[src/i3c_hci_pkg.sv]
/* I3C HCI shared definitions */
package i3c_hci_pkg;

  // Bus and field widths
  localparam int unsigned CsrAddrWidth = 12;
  localparam int unsigned CsrDataWidth = 32;
  localparam int unsigned DevAddrWidth = 7;
  localparam int unsigned ThldWidth    = 8;

  // Register map
  localparam logic [CsrAddrWidth-1:0] CsrResetCtrl    = 12'h010;
  localparam logic [CsrAddrWidth-1:0] CsrCommandPort  = 12'h080;
  localparam logic [CsrAddrWidth-1:0] CsrResponsePort = 12'h084;
  localparam logic [CsrAddrWidth-1:0] CsrQueueThld    = 12'h090;
  localparam logic [CsrAddrWidth-1:0] CsrStaticAddr   = 12'h1c0;
  localparam logic [CsrAddrWidth-1:0] CsrDevAddr      = 12'h1c4;

  // RESET_CONTROL bit positions
  localparam int unsigned RstCmdBit  = 0;
  localparam int unsigned RstRespBit = 1;

  // Command descriptor, two DWORDs written low first
  typedef struct packed {
    logic [CsrDataWidth-1:0] hi;
    logic [CsrDataWidth-1:0] lo;
  } cmd_desc_t;

  typedef logic [CsrDataWidth-1:0] resp_desc_t;

  // One bit per register
  typedef struct packed {
    logic reset_ctrl;
    logic queue_thld;
    logic command_port;
    logic response_port;
    logic static_addr;
    logic dev_addr;
    logic hit;       // Any register matched
  } csr_sel_t;

  // Valid flag sits above the address, matching the register layout
  typedef struct packed {
    logic                    valid;
    logic [DevAddrWidth-1:0] addr;
  } dev_addr_t;

endpackage : i3c_hci_pkg

[src/hci_queue_if.sv]
/* Queue access interface */
`timescale 1ns/100ps

interface hci_queue_if
  import i3c_hci_pkg::*;
#(
  parameter type         T        = logic [CsrDataWidth-1:0],
  parameter int unsigned CntWidth = 4
) ();

  // Producer and control side
  logic                 push_valid;
  T                     push_data;
  logic                 pop;
  logic                 flush;
  logic [ThldWidth-1:0] thld;

  // Queue status
  T                     head;
  logic [CntWidth-1:0]  depth;
  logic                 full;
  logic                 empty;
  logic                 trig;

  modport csr (
    output push_valid, push_data, pop, flush, thld,
    input  head, depth, full, empty, trig
  );

  modport queue (
    input  push_valid, push_data, pop, flush, thld,
    output head, depth, full, empty, trig
  );

endinterface : hci_queue_if

[src/hci_csr_decode.sv]
/* HCI CSR write decoder */
`timescale 1ns/100ps

module hci_csr_decode
  import i3c_hci_pkg::*;
(
  input  logic                      clk_i,
  input  logic                      rst_ni,

  input  logic                      req_i,
  input  logic                      req_is_wr_i,
  input  logic [CsrAddrWidth-1:0]   addr_i,
  input  logic [CsrDataWidth-1:0]   wr_data_i,

  output logic                      req_stall_wr_o,
  output logic                      wr_ack_o,
  output csr_sel_t                  sel_o,
  output logic                      rd_req_o,

  hci_queue_if.csr                  cmd_q,
  hci_queue_if.csr                  resp_q,

  output logic [2*ThldWidth-1:0]    thld_reg_o,
  output logic [1:0]                rst_reg_o,
  output dev_addr_t                 static_addr_o,
  output dev_addr_t                 virt_static_addr_o
);

  logic                    wr_acc;
  logic                    cmd_wr;
  logic                    wr_ack_q;
  logic                    phase_q;  // Low DWORD already held
  logic [CsrDataWidth-1:0] cmd_lo_q;
  logic [2*ThldWidth-1:0]  thld_q;
  logic [1:0]              rst_q;
  dev_addr_t               static_q;
  dev_addr_t               virt_static_q;

  always_comb begin
    sel_o = '0;
    case (addr_i)
      CsrResetCtrl:    sel_o.reset_ctrl    = 1'b1;
      CsrQueueThld:    sel_o.queue_thld    = 1'b1;
      CsrCommandPort:  sel_o.command_port  = 1'b1;
      CsrResponsePort: sel_o.response_port = 1'b1;
      CsrStaticAddr:   sel_o.static_addr   = 1'b1;
      CsrDevAddr:      sel_o.dev_addr      = 1'b1;
      default: ;
    endcase
    sel_o.hit = sel_o.reset_ctrl | sel_o.queue_thld | sel_o.command_port |
                sel_o.response_port | sel_o.static_addr | sel_o.dev_addr;
  end

  // Hold software off while there is no room for another descriptor
  assign req_stall_wr_o = req_i & req_is_wr_i & sel_o.command_port & cmd_q.full;
  assign wr_acc         = req_i & req_is_wr_i & ~req_stall_wr_o;
  assign cmd_wr         = wr_acc & sel_o.command_port;
  assign rd_req_o       = req_i & ~req_is_wr_i;

  always_ff @(posedge clk_i or negedge rst_ni) begin
    if (!rst_ni) begin
      wr_ack_q      <= 1'b0;
      phase_q       <= 1'b0;
      thld_q        <= {ThldWidth'(1), ThldWidth'(1)};
      rst_q         <= '0;
      static_q      <= '0;
      virt_static_q <= '0;
    end else begin
      wr_ack_q <= wr_acc;
      rst_q    <= (wr_acc && sel_o.reset_ctrl) ? wr_data_i[1:0] : 2'b00;  // Self-clearing
      if (wr_acc && sel_o.queue_thld) begin
        thld_q <= wr_data_i[2*ThldWidth-1:0];
      end
      if (wr_acc && sel_o.static_addr) begin
        static_q      <= '{valid: 1'b1, addr: wr_data_i[DevAddrWidth-1:0]};
        virt_static_q <= '{valid: 1'b1, addr: wr_data_i[8 +: DevAddrWidth]};
      end
      if (rst_q[RstCmdBit]) begin
        phase_q <= 1'b0;  // Drop a half-written descriptor
      end else if (cmd_wr) begin
        phase_q <= ~phase_q;
      end
    end
  end

  always_ff @(posedge clk_i) begin
    if (cmd_wr && !phase_q) begin
      cmd_lo_q <= wr_data_i;
    end
  end

  assign cmd_q.push_valid = cmd_wr & phase_q;
  assign cmd_q.push_data  = {wr_data_i, cmd_lo_q};
  assign cmd_q.flush      = rst_q[RstCmdBit];
  assign cmd_q.thld       = thld_q[ThldWidth-1:0];

  assign resp_q.pop   = rd_req_o & sel_o.response_port & (resp_q.depth != '0);
  assign resp_q.flush = rst_q[RstRespBit];
  assign resp_q.thld  = thld_q[2*ThldWidth-1:ThldWidth];

  assign wr_ack_o           = wr_ack_q;
  assign thld_reg_o         = thld_q;
  assign rst_reg_o          = rst_q;
  assign static_addr_o      = static_q;
  assign virt_static_addr_o = virt_static_q;

endmodule : hci_csr_decode

[src/hci_queue.sv]
/* Flushable descriptor queue */
`timescale 1ns/100ps

module hci_queue
  import i3c_hci_pkg::*;
#(
  parameter type         T          = logic [CsrDataWidth-1:0],
  parameter int unsigned Depth      = 8,
  parameter bit          TrigOnFree = 1'b0
) (
  input logic        clk_i,
  input logic        rst_ni,
  hci_queue_if.queue q
);

  localparam int unsigned PtrWidth = (Depth > 1) ? $clog2(Depth) : 1;
  localparam int unsigned CntWidth = $clog2(Depth + 1);
  localparam int unsigned CmpWidth = (CntWidth > ThldWidth) ? CntWidth : ThldWidth;

  T                     mem [Depth];
  logic [PtrWidth-1:0]  wr_ptr_q;
  logic [PtrWidth-1:0]  rd_ptr_q;
  logic [CntWidth-1:0]  cnt_q;
  logic [CntWidth-1:0]  level;
  logic [ThldWidth-1:0] thld_eff;
  logic                 trig_q;

  function automatic logic [PtrWidth-1:0] ptr_inc(input logic [PtrWidth-1:0] ptr);
    ptr_inc = (ptr == PtrWidth'(Depth - 1)) ? '0 : ptr + 1'b1;
  endfunction

  // Free slots or occupied entries
  assign level    = TrigOnFree ? CntWidth'(Depth) - cnt_q : cnt_q;
  assign thld_eff = (q.thld == '0) ? ThldWidth'(1) : q.thld;

  always_ff @(posedge clk_i or negedge rst_ni) begin
    if (!rst_ni) begin
      wr_ptr_q <= '0;
      rd_ptr_q <= '0;
      cnt_q    <= '0;
      trig_q   <= 1'b0;
    end else begin
      trig_q <= CmpWidth'(level) >= CmpWidth'(thld_eff);
      if (q.flush) begin
        wr_ptr_q <= '0;
        rd_ptr_q <= '0;
        cnt_q    <= '0;
      end else begin
        if (q.push_valid) begin
          wr_ptr_q <= ptr_inc(wr_ptr_q);
        end
        if (q.pop) begin
          rd_ptr_q <= ptr_inc(rd_ptr_q);
        end
        case ({q.push_valid, q.pop})
          2'b10:   cnt_q <= cnt_q + 1'b1;
          2'b01:   cnt_q <= cnt_q - 1'b1;
          default: cnt_q <= cnt_q;
        endcase
      end
    end
  end

  // Storage
  always_ff @(posedge clk_i) begin
    if (q.push_valid) begin
      mem[wr_ptr_q] <= q.push_data;
    end
  end

  assign q.head  = mem[rd_ptr_q];
  assign q.depth = cnt_q;
  assign q.full  = (cnt_q == CntWidth'(Depth));
  assign q.empty = (cnt_q == '0);
  assign q.trig  = trig_q;

endmodule : hci_queue

[src/hci_addr_ctrl.sv]
/* Target address assignment */
`timescale 1ns/100ps

module hci_addr_ctrl
  import i3c_hci_pkg::*;
(
  input  logic                    clk_i,
  input  logic                    rst_ni,

  input  logic [DevAddrWidth-1:0] set_dasa_i,
  input  logic                    set_dasa_valid_i,
  input  logic                    set_dasa_virt_i,
  input  logic                    rstdaa_i,
  input  logic [DevAddrWidth-1:0] newda_i,
  input  logic                    set_newda_i,
  input  logic                    set_newda_virt_i,
  input  logic                    set_aasa_i,
  input  logic                    set_aasa_virt_i,

  input  dev_addr_t               static_addr_i,
  input  dev_addr_t               virt_static_addr_i,

  output dev_addr_t               dyn_addr_o,
  output dev_addr_t               virt_dyn_addr_o
);

  dev_addr_t dyn_q;
  dev_addr_t virt_q;

  always_ff @(posedge clk_i or negedge rst_ni) begin
    if (!rst_ni) begin
      dyn_q  <= '0;
      virt_q <= '0;
    end else if (rstdaa_i || set_dasa_valid_i) begin
      if (rstdaa_i) begin
        dyn_q  <= '0;
        virt_q <= '0;
      end else if (set_dasa_virt_i) begin
        virt_q <= '{valid: 1'b1, addr: set_dasa_i};
      end else begin
        dyn_q <= '{valid: 1'b1, addr: set_dasa_i};
      end
    end else if (set_newda_i) begin
      if (set_newda_virt_i) begin
        virt_q <= '{valid: 1'b1, addr: newda_i};
      end else begin
        dyn_q <= '{valid: 1'b1, addr: newda_i};
      end
    end else begin
      if (set_aasa_i && static_addr_i.valid) begin
        dyn_q <= '{valid: 1'b1, addr: static_addr_i.addr};
      end
      if (set_aasa_virt_i && virt_static_addr_i.valid) begin
        virt_q <= '{valid: 1'b1, addr: virt_static_addr_i.addr};
      end
    end
  end

  assign dyn_addr_o      = dyn_q;
  assign virt_dyn_addr_o = virt_q;

endmodule : hci_addr_ctrl

[src/hci_csr_readback.sv]
/* CSR read path */
`timescale 1ns/100ps

module hci_csr_readback
  import i3c_hci_pkg::*;
(
  input  logic                    clk_i,
  input  logic                    rst_ni,

  input  logic                    rd_req_i,
  input  csr_sel_t                sel_i,
  input  logic [2*ThldWidth-1:0]  thld_reg_i,
  input  logic [1:0]              rst_reg_i,
  input  dev_addr_t               static_addr_i,
  input  dev_addr_t               virt_static_addr_i,
  input  dev_addr_t               dyn_addr_i,
  input  dev_addr_t               virt_dyn_addr_i,
  input  resp_desc_t              resp_head_i,
  input  logic                    resp_empty_i,

  output logic                    rd_ack_o,
  output logic                    rd_err_o,
  output logic [CsrDataWidth-1:0] rd_data_o
);

  logic [CsrDataWidth-1:0] rd_data;
  logic                    rd_err;
  logic                    rd_ack_q;
  logic                    rd_err_q;
  logic [CsrDataWidth-1:0] rd_data_q;

  always_comb begin
    rd_data = '0;
    if (sel_i.reset_ctrl) begin
      rd_data = {{(CsrDataWidth-2){1'b0}}, rst_reg_i};
    end else if (sel_i.queue_thld) begin
      rd_data = {{(CsrDataWidth-2*ThldWidth){1'b0}}, thld_reg_i};
    end else if (sel_i.response_port && !resp_empty_i) begin
      rd_data = resp_head_i;
    end else if (sel_i.static_addr) begin
      rd_data = {17'b0, virt_static_addr_i.addr, 1'b0, static_addr_i.addr};
    end else if (sel_i.dev_addr) begin
      rd_data = {16'b0, virt_dyn_addr_i, dyn_addr_i};
    end
  end

  // Unmapped address or response underflow
  assign rd_err = ~sel_i.hit | (sel_i.response_port & resp_empty_i);

  always_ff @(posedge clk_i or negedge rst_ni) begin
    if (!rst_ni) begin
      rd_ack_q <= 1'b0;
      rd_err_q <= 1'b0;
    end else begin
      rd_ack_q <= rd_req_i;
      rd_err_q <= rd_req_i & rd_err;
    end
  end

  always_ff @(posedge clk_i) begin
    if (rd_req_i) begin
      rd_data_q <= rd_data;
    end
  end

  assign rd_ack_o  = rd_ack_q;
  assign rd_err_o  = rd_err_q;
  assign rd_data_o = rd_data_q;

endmodule : hci_csr_readback

[src/hci_top.sv]
/* I3C HCI queues and CSRs */
`timescale 1ns/100ps

module hci_top
  import i3c_hci_pkg::*;
#(
  parameter int unsigned CmdDepth  = 8,
  parameter int unsigned RespDepth = 8
) (
  input  logic                    clk_i,
  input  logic                    rst_ni,

  // CSR port
  input  logic                    req_i,
  input  logic                    req_is_wr_i,
  input  logic [CsrAddrWidth-1:0] addr_i,
  input  logic [CsrDataWidth-1:0] wr_data_i,
  output logic                    req_stall_wr_o,
  output logic                    rd_ack_o,
  output logic                    rd_err_o,
  output logic [CsrDataWidth-1:0] rd_data_o,
  output logic                    wr_ack_o,

  // Controller side
  output logic                    cmd_rvalid_o,
  input  logic                    cmd_rready_i,
  output cmd_desc_t               cmd_rdata_o,
  input  logic                    resp_wvalid_i,
  output logic                    resp_wready_o,
  input  resp_desc_t              resp_wdata_i,

  output logic                    cmd_thld_trig_o,
  output logic                    resp_thld_trig_o,

  // CCC inputs
  input  logic [DevAddrWidth-1:0] set_dasa_i,
  input  logic                    set_dasa_valid_i,
  input  logic                    set_dasa_virt_i,
  input  logic                    rstdaa_i,
  input  logic [DevAddrWidth-1:0] newda_i,
  input  logic                    set_newda_i,
  input  logic                    set_newda_virt_i,
  input  logic                    set_aasa_i,
  input  logic                    set_aasa_virt_i
);

  localparam int unsigned CmdCntWidth  = $clog2(CmdDepth + 1);
  localparam int unsigned RespCntWidth = $clog2(RespDepth + 1);

  csr_sel_t               sel;
  logic                   rd_req;
  logic [2*ThldWidth-1:0] thld_reg;
  logic [1:0]             rst_reg;
  dev_addr_t              static_addr;
  dev_addr_t              virt_static_addr;
  dev_addr_t              dyn_addr;
  dev_addr_t              virt_dyn_addr;

  hci_queue_if #(.T(cmd_desc_t),  .CntWidth(CmdCntWidth))  cmd_q ();
  hci_queue_if #(.T(resp_desc_t), .CntWidth(RespCntWidth)) resp_q ();

  // Controller handshakes
  assign cmd_q.pop         = cmd_rready_i & ~cmd_q.empty;
  assign cmd_rvalid_o      = ~cmd_q.empty;
  assign cmd_rdata_o       = cmd_q.head;
  assign resp_q.push_valid = resp_wvalid_i & ~resp_q.full;
  assign resp_q.push_data  = resp_wdata_i;
  assign resp_wready_o     = ~resp_q.full;
  assign cmd_thld_trig_o   = cmd_q.trig;
  assign resp_thld_trig_o  = resp_q.trig;

  hci_csr_decode u_decode (
    .clk_i, .rst_ni,
    .req_i, .req_is_wr_i, .addr_i, .wr_data_i,
    .req_stall_wr_o, .wr_ack_o,
    .sel_o(sel), .rd_req_o(rd_req),
    .cmd_q(cmd_q.csr), .resp_q(resp_q.csr),
    .thld_reg_o(thld_reg), .rst_reg_o(rst_reg),
    .static_addr_o(static_addr), .virt_static_addr_o(virt_static_addr)
  );

  hci_queue #(.T(cmd_desc_t), .Depth(CmdDepth), .TrigOnFree(1'b1)) u_cmd_queue (
    .clk_i, .rst_ni, .q(cmd_q.queue)
  );

  hci_queue #(.T(resp_desc_t), .Depth(RespDepth), .TrigOnFree(1'b0)) u_resp_queue (
    .clk_i, .rst_ni, .q(resp_q.queue)
  );

  hci_addr_ctrl u_addr_ctrl (
    .clk_i, .rst_ni,
    .set_dasa_i, .set_dasa_valid_i, .set_dasa_virt_i, .rstdaa_i,
    .newda_i, .set_newda_i, .set_newda_virt_i, .set_aasa_i, .set_aasa_virt_i,
    .static_addr_i(static_addr), .virt_static_addr_i(virt_static_addr),
    .dyn_addr_o(dyn_addr), .virt_dyn_addr_o(virt_dyn_addr)
  );

  hci_csr_readback u_readback (
    .clk_i, .rst_ni,
    .rd_req_i(rd_req), .sel_i(sel),
    .thld_reg_i(thld_reg), .rst_reg_i(rst_reg),
    .static_addr_i(static_addr), .virt_static_addr_i(virt_static_addr),
    .dyn_addr_i(dyn_addr), .virt_dyn_addr_i(virt_dyn_addr),
    .resp_head_i(resp_q.head), .resp_empty_i(resp_q.empty),
    .rd_ack_o, .rd_err_o, .rd_data_o
  );

endmodule : hci_top

[config.mk]
export PLATFORM = sky130hd
export DESIGN_NAME = hci_top
export DESIGN_NICKNAME = d
export VERILOG_FILES = /design/src/i3c_hci_pkg.sv /design/src/hci_queue_if.sv /design/src/hci_csr_decode.sv /design/src/hci_queue.sv /design/src/hci_addr_ctrl.sv /design/src/hci_csr_readback.sv /design/src/hci_top.sv
export SDC_FILE = /design/constraint.sdc
export NUM_CORES = 1
export LEC_CHECK = 0
export BUFFER_PORTS_ARGS = -buffer_cell sky130_fd_sc_hd__buf_2
export CORE_MARGIN = 5
export CORE_UTILIZATION = 45
export CTS_CLUSTER_SIZE = 8
export DETAILED_ROUTE_END_ITERATION = 6
export SLEW_MARGIN = 20
export SYNTH_ARGS = -nofsm -noshare
export SYNTH_HDL_FRONTEND = slang
export SYNTH_SLANG_ARGS = --single-unit
[constraint.sdc]
create_clock -name clk_i -period 7.9 [get_ports clk_i]
set_input_delay 0.79 -clock clk_i [delete_from_list [all_inputs] [get_ports clk_i]]
set_output_delay 0.79 -clock clk_i [all_outputs]
set_load 0.01 [all_outputs]
==> impl_metrics.yaml, run 1 <==
sta:
  slew-limit-headroom_pct: 26.8
  rsz0062_at_grt: "false"
  fin_ws_ns: 3.35
  worstMarginPinSlew_ns: 1.10
  fmax_mhz: 220
  slew_viol_final: 0
  worst_hold_slack_ns: 0.111
  hold_viol_final: 0
  post-route-period-util_pct: 57.6
  finalSetupViolCount: 0
  fin_crit_ns: 4.55
  skew_ns: 0.0285
detailed_routing:
  highest_layer: "met5"
  wl_met2_um: 39000
  vias_per_cell: 5.58
  met1_length_um: 32000
  ant_nets: 0
  wl_um: 77200
  met3WireLength_um: 4310
  num_vias: 16994
  wire_per_inst_um: 25.4
  dr.pass1.iters: 5
  drc: 0
  drtIter0Drc: 1246
logic_synthesis:
  synth_top_family_by_area: "multiplexers"
  synth_compound_area_share_pct: 1.59
  synth_edf_count: 832
  yosysWarnings: 0
  postSynthAreaPerCell_um2: 21.3
  ys_ff_latch: 907
  async_reset_ff_share_pct: 8.27
  synth_fa_ha_area_share_pct: 0.767
  synth_nets: 1779
  syn_area_um2: 35300
  synth-simple-area-share_pct: 2.55
  synth_xor_area_share_pct: 0.149
  synth_ff_type: "edfxtp_1"
  yosysUniqueCellTypes: 53
  netlist_instances: 1655
  synth.mux.area_fraction_pct: 17.6
  ys_seq_area_share_pct: 76.2
cts:
  h-tree-depth: 4
  cts_resized: 0
  cts_made_buffers: 131
  cts_tree: "done"
  cts_hold_buf: 0
  clock_sinks: 907
  ctsRootBufferMaster: "clkbuf_16"
  cts_buffer_depth: 3
  clkLatencyLatePin_ns: 0.70
  postCtsSetupBuffers: 0
  clk_pin_slew_ns: 0.05
final_layout:
  area_growth_pct: 17.2
  nFillCells: 6104
  final_common_cell: "edfxtp_1"
  most-common-layout-cells: "edfxtp_1, buf_2, mux4_2, clkbuf_16, mux2_2"
  ff_latch_area_um2: 26900
  drive_above_1_share_pct: 36.7
  nNetsFinal: 2075
  multiInputGateArea_um2: 8070
global_routing:
  grt_pass1_wl_um: 117000
  grt_max_degree: 76
  antenna_found_initial: 11
  grt-ovfl-total: 0
  grt.total_usage_pct: 18.4
  grt_pass1_vias: 18395
placement:
  dpl_worst_slack_ns: 3.66
  dp_hpwl_um: 43600
  port_buffers: 206
  gp_congestion: 0.774
power_and_ir_drop:
  powerDensity_nw_per_um2: 314
  ir_worst_vdd_mv: 0.198
  p_leak_nw: 13.9
  power_mw: 13.0
hold_path:
  hold_class: "in2async"
die:
  die_y_um: 290
  io_pins: 207
  dieArea_um2: 84000
  start_util_pct: 45.4
  row_count: 102
  die_w_um: 290
  core_region_area_um2: 77600
setup_path:
  start_kind: "flop"
  rr_worst_depth: 8
  crit_type: "reg2out"
  critPathCaptureType: "primary output"
  cp.required_ns: 7.11
  r2r-start: "u_cmd_queue.q.depth[0]"
  rrSetupSlack_ns: 4.49
  critPathMaxFanout: 67
  cpMaxStageDelayCell: "dfrtp_4"
  critPathArrivalTime_ns: 3.76
  max_stage_delay_ns: 1.07
  r2r_end: "u_cmd_queue.mem[4][32]"
  critPathLaunch: "u_cmd_queue.rd_ptr_q[1]"
  crit_chain: "buf_4 > mux4_2 > mux2_2 > buf_2"
run_status:
  outcome: "finished, final reports clean"
flow_run:
  max_cap_viol_count: 0
## registers in the layout, summed over array words and instances, names as in the netlist, 7 cells and up
| name | flops |
|---|---|
| u_cmd_queue.mem | 512 |
| u_resp_queue.mem | 256 |
| u_decode.cmd_lo_q | 32 |
| u_readback.rd_data_o | 32 |
| u_decode.thld_reg_o | 16 |
| u_addr_ctrl.dyn_addr_o | 8 |
| u_addr_ctrl.virt_dyn_addr_o | 8 |
| u_decode.static_addr_o | 8 |
| u_decode.virt_static_addr_o | 7 |
## worst max-delay path, delay by kind of cell, from the launching register on
family                 cells  cell delay, ns
flip-flops                 1            1.07
buffers and inverters      2            1.01
multiplexers               2            0.74
## cell usage after synthesis (2+ instances only)
master | count | area (um2)
mux4_2 | 192 | 4320
nand2b_1 | 10 | 62.6
nor4b_1 | 2 | 17.5
a21oi_1 | 49 | 245
xor2_1 | 4 | 35.0
a31oi_1 | 3 | 18.8
nor2b_1 | 6 | 37.5
xnor2_1 | 2 | 17.5
nor3b_1 | 6 | 45.0
dfrtp_1 | 73 | 1830
nor4_2 | 2 | 25.0
nor4_4 | 2 | 42.5
nor2_1 | 47 | 176
buf_2 | 20 | 100
ha_1 | 20 | 250
edfxtp_1 | 832 | 25000
buf_6 | 2 | 22.5
nand3_1 | 7 | 35.0
mux2_2 | 120 | 1350
inv_1 | 20 | 75.1
nor3_1 | 16 | 80.1
dfstp_2 | 2 | 52.6
nor4_1 | 5 | 31.3
mux2i_1 | 28 | 280
and4_1 | 2 | 17.5
o21ai_0 | 5 | 25.0
a21o_1 | 12 | 90.1
nand2_1 | 48 | 180
or3_1 | 2 | 12.5
buf_1 | 8 | 30.0
and2_1 | 2 | 12.5
or4_1 | 5 | 37.5
a221oi_1 | 13 | 114
a22oi_1 | 2 | 15.0
clkbuf_1 | 48 | 180
mux2_1 | 21 | 236
## stage by stage
stage	instance area, um2	TNS (ns)	std cells	utilization, %
after floorplan	35300	-201.30	1655	-
after global placement	37600	0	2858	48.5
after detailed placement	37600	0	2858	48.5
after CTS	41300	0	3038	53.2
after global routing	41300	0	3038	53.2
final	41300	0	3044	53.3
## area by class of cell
type | count | share of cell area [%]
flip-flops and latches | 907 | 65.0
multi-input cells | 649 | 19.5
clock buffers | 166 | 8.35
repair buffers | 242 | 3.16
well taps | 1040 | 3.15
clock inverters | 14 | 0.539
inverters | 20 | 0.182
diodes | 6 | 0.0363
## kinds of logic (layout without fill, tap and decap cells)
kind of cell / after synthesis / after routing
AOI/OAI and AO/OA: 90 / 90
xor gates and xnor gates: 6 / 6
adders and majority gates: 21 / 21
buffers and inverters: 99 / 442
DFF: 907 / 907
muxes: 361 / 361
other: 0 / 6
and+or+nand+nor: 171 / 171
## per-layer routing
layer,vias to the layer above,GRT usage (%)
met1,8986,24.6
met3,123,4.03
met5,-,0
met2,478,30.4
met4,6,6.20
li1,7401,-
## how the worst max path moves through the flow
stage	endpoint	slack [ns]	depth (start not counted)
2_1_floorplan	u_cmd_queue.mem[4][0]	-1.25	5
3_3_place_gp	u_cmd_queue.mem[5][38]	3.68	8
3_5_place_dp	u_cmd_queue.mem[4][34]	3.66	8
4_1_cts	cmd_rdata_o[15]	3.31	4
5_1_grt	cmd_rdata_o[39]	3.23	4
6_report	cmd_rdata_o[39]	3.35	4
## power by group
part	total, mW	internal, mW	switching, mW
sequential	5.72	5.48	0.239
combinational	2.26	1.14	1.12
clock	5.00	3.05	1.96
total	13.0	9.67	3.32
Note: power is estimated with default switching activity, not from simulation.
==> inputs of run 2 (changes only) <==
clock period = 4.1 ns   (was 7.9 ns; I/O delays follow)
==> impl_metrics.yaml, run 2 (synthesis results as in run 1) <==
run_status:
  outcome: "finished, final reports clean"
sta:
  fmax_mhz: 293
  hold_viol_final: 0
  skew_ns: 0.0232
  setup_tns_ns: 0
  worst_hold_slack_ns: 0.0607
  post-route-period-util_pct: 83.3
  slew-limit-headroom_pct: 37.2
  fin_crit_ns: 3.42
  worstMarginPinSlew_ns: 0.942
  slew_viol_final: 0
  finalSetupViolCount: 0
  rsz0062_at_grt: "false"
setup_path:
  start_kind: "flop"
  crit_type: "reg2out"
  max_stage_delay_ns: 0.84
  r2r-start: "u_cmd_queue.q.depth[0]"
  critPathCaptureType: "primary output"
  cp.required_ns: 3.69
  r2r_end: "u_cmd_queue.q.depth[2]"
  critPathMaxFanout: 38
  cpMaxStageDelayCell: "dfrtp_4"
  rr_worst_depth: 11
  rrSetupSlack_ns: 0.98
  path_depth: 4
  path_delay_family: "flip-flops"
  critPathArrivalTime_ns: 3.01
  path_buf_inv: 2
  crit_chain: "buf_4 > mux4_2 > mux2_2 > buf_2"
hold_path:
  hold_start: "wr_data_i[20]"
  min_to: "u_cmd_queue.mem[6][52]"
  hold_class: "in2reg"
  hold_depth: 1
power_and_ir_drop:
  powerDensity_nw_per_um2: 597
  power_mw: 25.1
  p_leak_nw: 14.2
  ir_worst_vdd_mv: 0.475
cts:
  clock_sinks: 907
  cts_resized: 0
  cts_buffer_depth: 3
  h-tree-depth: 4
  clkLatencyLatePin_ns: 0.70
  cts_made_buffers: 131
  ctsRootBufferMaster: "clkbuf_16"
  cts_hold_buf: 47
  cts_tree: "done"
  clk_pin_slew_ns: 0.05
  postCtsSetupBuffers: 0
final_layout:
  postLayoutCellArea_um2: 42100
  largest_register_ffs: 512
  final_common_cell: "edfxtp_1"
  area_growth_pct: 19.5
  drive_above_1_share_pct: 36.4
  ff_latch_area_um2: 26900
  most-common-layout-cells: "edfxtp_1, buf_2, mux4_2, clkbuf_16, mux2_2"
  utilization_pct: 54.3
  multiInputGateArea_um2: 8150
  nNetsFinal: 2134
  regMostFlops: "u_cmd_queue.mem"
  reg_top3: "u_cmd_queue.mem: 512 flops, u_resp_queue.mem: 256 flops"
  nFillCells: 6066
die:
  dieArea_um2: 84000
  die_w_um: 290
  die_y_um: 290
  start_util_pct: 45.4
  core_region_area_um2: 77600
  io_pins: 207
  row_count: 102
placement:
  dp_hpwl_um: 44900
  place_area_um2: 38000
  gp_congestion: 0.784
  port_buffers: 206
detailed_routing:
  dr.pass1.iters: 5
  vias_per_cell: 5.54
  drc: 0
  wl_um: 77700
  drtIter0Drc: 1077
  ant_nets: 0
  wire_per_inst_um: 25.1
  num_vias: 17179
global_routing:
  grt_pass1_vias: 18721
  met2_usage_pct: 31.3
  grt_use_met1_pct: 24.5
  grt-busiest-layer: "met2"
  grt_max_degree: 65
  use_met3_pct: 3.51
  grt-ovfl-total: 0
  antenna_found_initial: 10
  grt.total_usage_pct: 18.5
  grt_pass1_wl_um: 119000
flow_run:
  max_cap_viol_count: 0
==> run 2: changes by cell type in the layout (fill, tap and decap cells not counted), moves of 2 or more <==
cell	change
nor4_2	-3
nor4b_2	-2
inv_6	-2
nor3b_2	-2
nor3b_4	+2
nor3_2	-2
nor4b_4	+2
nor3_4	+2
clkbuf_1	-3
nor4_4	+3
dlygate4sd3_1	+47
buf_12	+14
==> run 2: power by group <==
group	internal [mW]	switching [mW]
sequential	10.6	0.433
clock	5.90	3.72
combinational	2.29	2.25
==> run 2: metal layers <==
| metal | part of all wire, % | wire, um |
|---|---|---|
| met3 | 5.1 | 3950 |
| met4 | 2.3 | 1820 |
| met1 | 41 | 32100 |
| met2 | 51 | 39800 |
| met5 | 0.017 | 13 |
==> run 2: worst max-delay path by stage <==
stage,from,end,slack [ns]
6_report,u_cmd_queue.rd_ptr_q[1],cmd_rdata_o[4],0.68
5_1_grt,u_cmd_queue.rd_ptr_q[1],cmd_rdata_o[4],0.57
4_1_cts,u_cmd_queue.rd_ptr_q[1],cmd_rdata_o[4],0.58
3_5_place_dp,addr_i[5],u_cmd_queue.mem[1][63],0.77
3_3_place_gp,addr_i[5],u_cmd_queue.mem[1][63],0.78
2_1_floorplan,addr_i[5],u_cmd_queue.mem[2][0],-0.02
==> run 2: layout make-up <==
type | instances | area share, %
sequential | 907 | 63.8
inverter | 20 | 0.178
tap | 1040 | 3.09
multi-input combinational | 649 | 19.3
timing repair buffer | 301 | 4.84
clock inverter | 13 | 0.528
clock buffer | 164 | 8.22
antenna | 5 | 0.0297
==> run 2: metrics by stage <==
step | instances | worst slack (ns)
floorplan | 1655 | -0.0241
global placement | 2870 | 0.783
detailed placement | 2870 | 0.768
CTS | 3094 | 0.580
global route | 3095 | 0.565
finish | 3099 | 0.684
==> inputs of run 3 (changes only) <==
clock period = 3.3 ns   (was 4.1 ns; I/O delays follow)
==> impl_metrics.yaml, run 3 (synthesis results as in run 1) <==
global_routing:
  grt_pass1_vias: 18629
  antenna_found_initial: 6
  grt_pass1_wl_um: 117000
  grt-ovfl-total: 0
  grt.total_usage_pct: 18.2
  grt_max_degree: 76
setup_path:
  critPathArrivalTime_ns: 2.75
  critPathMaxFanout: 19
  path_delay_family: "multiplexers"
  critPathCaptureType: "primary output"
  max_stage_delay_ns: 0.60
  cp.required_ns: 2.97
  crit_type: "reg2out"
  path_buf_inv: 2
  cpMaxStageDelayCell: "dfrtp_4"
  start_kind: "flop"
  crit_chain: "buf_4 > mux4_2 > mux2_2 > buf_2"
power_and_ir_drop:
  p_leak_nw: 14.4
  powerDensity_nw_per_um2: 733
  ir_worst_vdd_mv: 0.394
detailed_routing:
  drtIter0Drc: 1273
  num_vias: 17177
  ant_nets: 0
  wire_per_inst_um: 24.4
  dr.pass1.iters: 5
  vias_per_cell: 5.46
  drc: 0
  wl_um: 76900
sta:
  finalSetupViolCount: 0
  worst_hold_slack_ns: 0.0545
  worstMarginPinSlew_ns: 0.773
  post-route-period-util_pct: 93.3
  slew-limit-headroom_pct: 48.5
  skew_ns: 0.0264
  rsz0062_at_grt: "false"
  setup_tns_ns: 0
  hold_viol_final: 0
  slew_viol_final: 0
  fin_crit_ns: 3.08
  fmax_mhz: 325
run_status:
  outcome: "finished, final reports clean"
cts:
  cts_tree: "done"
  h-tree-depth: 4
  postCtsSetupBuffers: 0
  cts_resized: 0
  cts_made_buffers: 131
  cts_buffer_depth: 3
  clock_sinks: 907
  cts_hold_buf: 63
  ctsRootBufferMaster: "clkbuf_16"
  clk_pin_slew_ns: 0.05
  clkLatencyLatePin_ns: 0.70
placement:
  gp_congestion: 0.813
  port_buffers: 206
  dp_hpwl_um: 46300
  placed_cells: 2891
die:
  start_util_pct: 45.4
  die_w_um: 290
  row_count: 102
  die_y_um: 290
  io_pins: 207
  core_region_area_um2: 77600
  dieArea_um2: 84000
final_layout:
  utilization_pct: 55.1
  drive_above_1_share_pct: 36.7
  regMostFlops: "u_cmd_queue.mem"
  area_growth_pct: 21.4
  most-common-layout-cells: "edfxtp_1, buf_2, mux4_2, clkbuf_16, mux2_2"
  reg_top3: "u_cmd_queue.mem: 512 flops, u_resp_queue.mem: 256 flops"
  final_common_cell: "edfxtp_1"
  largest_register_ffs: 512
  layoutNonFillerInstCount: 3147
  nNetsFinal: 2171
hold_path:
  hold_class: "in2reg"
flow_run:
  max_cap_viol_count: 0
## run 3: final timing paths
kind | from | to | cells after the start | slack [ns]
worst max-delay path | u_cmd_queue.rd_ptr_q[0] | cmd_rdata_o[3] | 4 | 0.22
worst min-delay path | wr_data_i[5] | u_cmd_queue.mem[3][37] | 1 | 0.05
worst max register to register | u_resp_queue.q.depth[1] | u_resp_queue.q.depth[3] | 8 | 0.39
worst min register to register | u_addr_ctrl.virt_dyn_addr_o[4] | u_addr_ctrl.virt_dyn_addr_o[4] | 1 | 0.51
max in group asynchronous | rst_ni | u_resp_queue.rd_ptr_q[0] | 2 | 2.48
min in group asynchronous | rst_ni | u_cmd_queue.rd_ptr_q[1] | 2 | 0.27
## run 3: cell type report
cell class,instances,area (um2)
sequential,907,26900
clock buffer,178,3530
inverter,20,75.1
clock inverter,12,219
timing repair buffer,338,2560
tap,1040,1300
antenna,3,7.51
fill,6023,34800
multi-input combinational,649,8210
## run 3: where the power goes
group          leakage, nW  switching [mW]  internal [mW]  total (mW)
combinational         4.11            2.88           2.88        5.76
sequential            8.50           0.436           13.1        13.5
clock                 1.80            4.66           7.41        12.1
## run 3: through the flow
step	total power, mW	cell area [um2]	worst slack [ns]
after floorplan	17.4	35400	-0.563
after global placement	19.6	38400	0.421
after detailed placement	19.6	38400	0.375
after CTS	31.9	42800	0.101
after global routing	32.8	42800	0.0660
final	31.4	42800	0.223
## run 3: metal layers
| layer | vias to the layer above | track usage, % | routed length, um | part of all wire (%) |
|---|---|---|---|---|
| met1 | 9025 | 24.0 | 31900 | 41 |
| met2 | 444 | 30.7 | 39100 | 51 |
| met3 | 117 | 4.31 | 4250 | 5.5 |
| met5 | - | 0 | 34 | 0.044 |
| met4 | 6 | 5.23 | 1580 | 2.1 |
| li1 | 7585 | - | - | - |
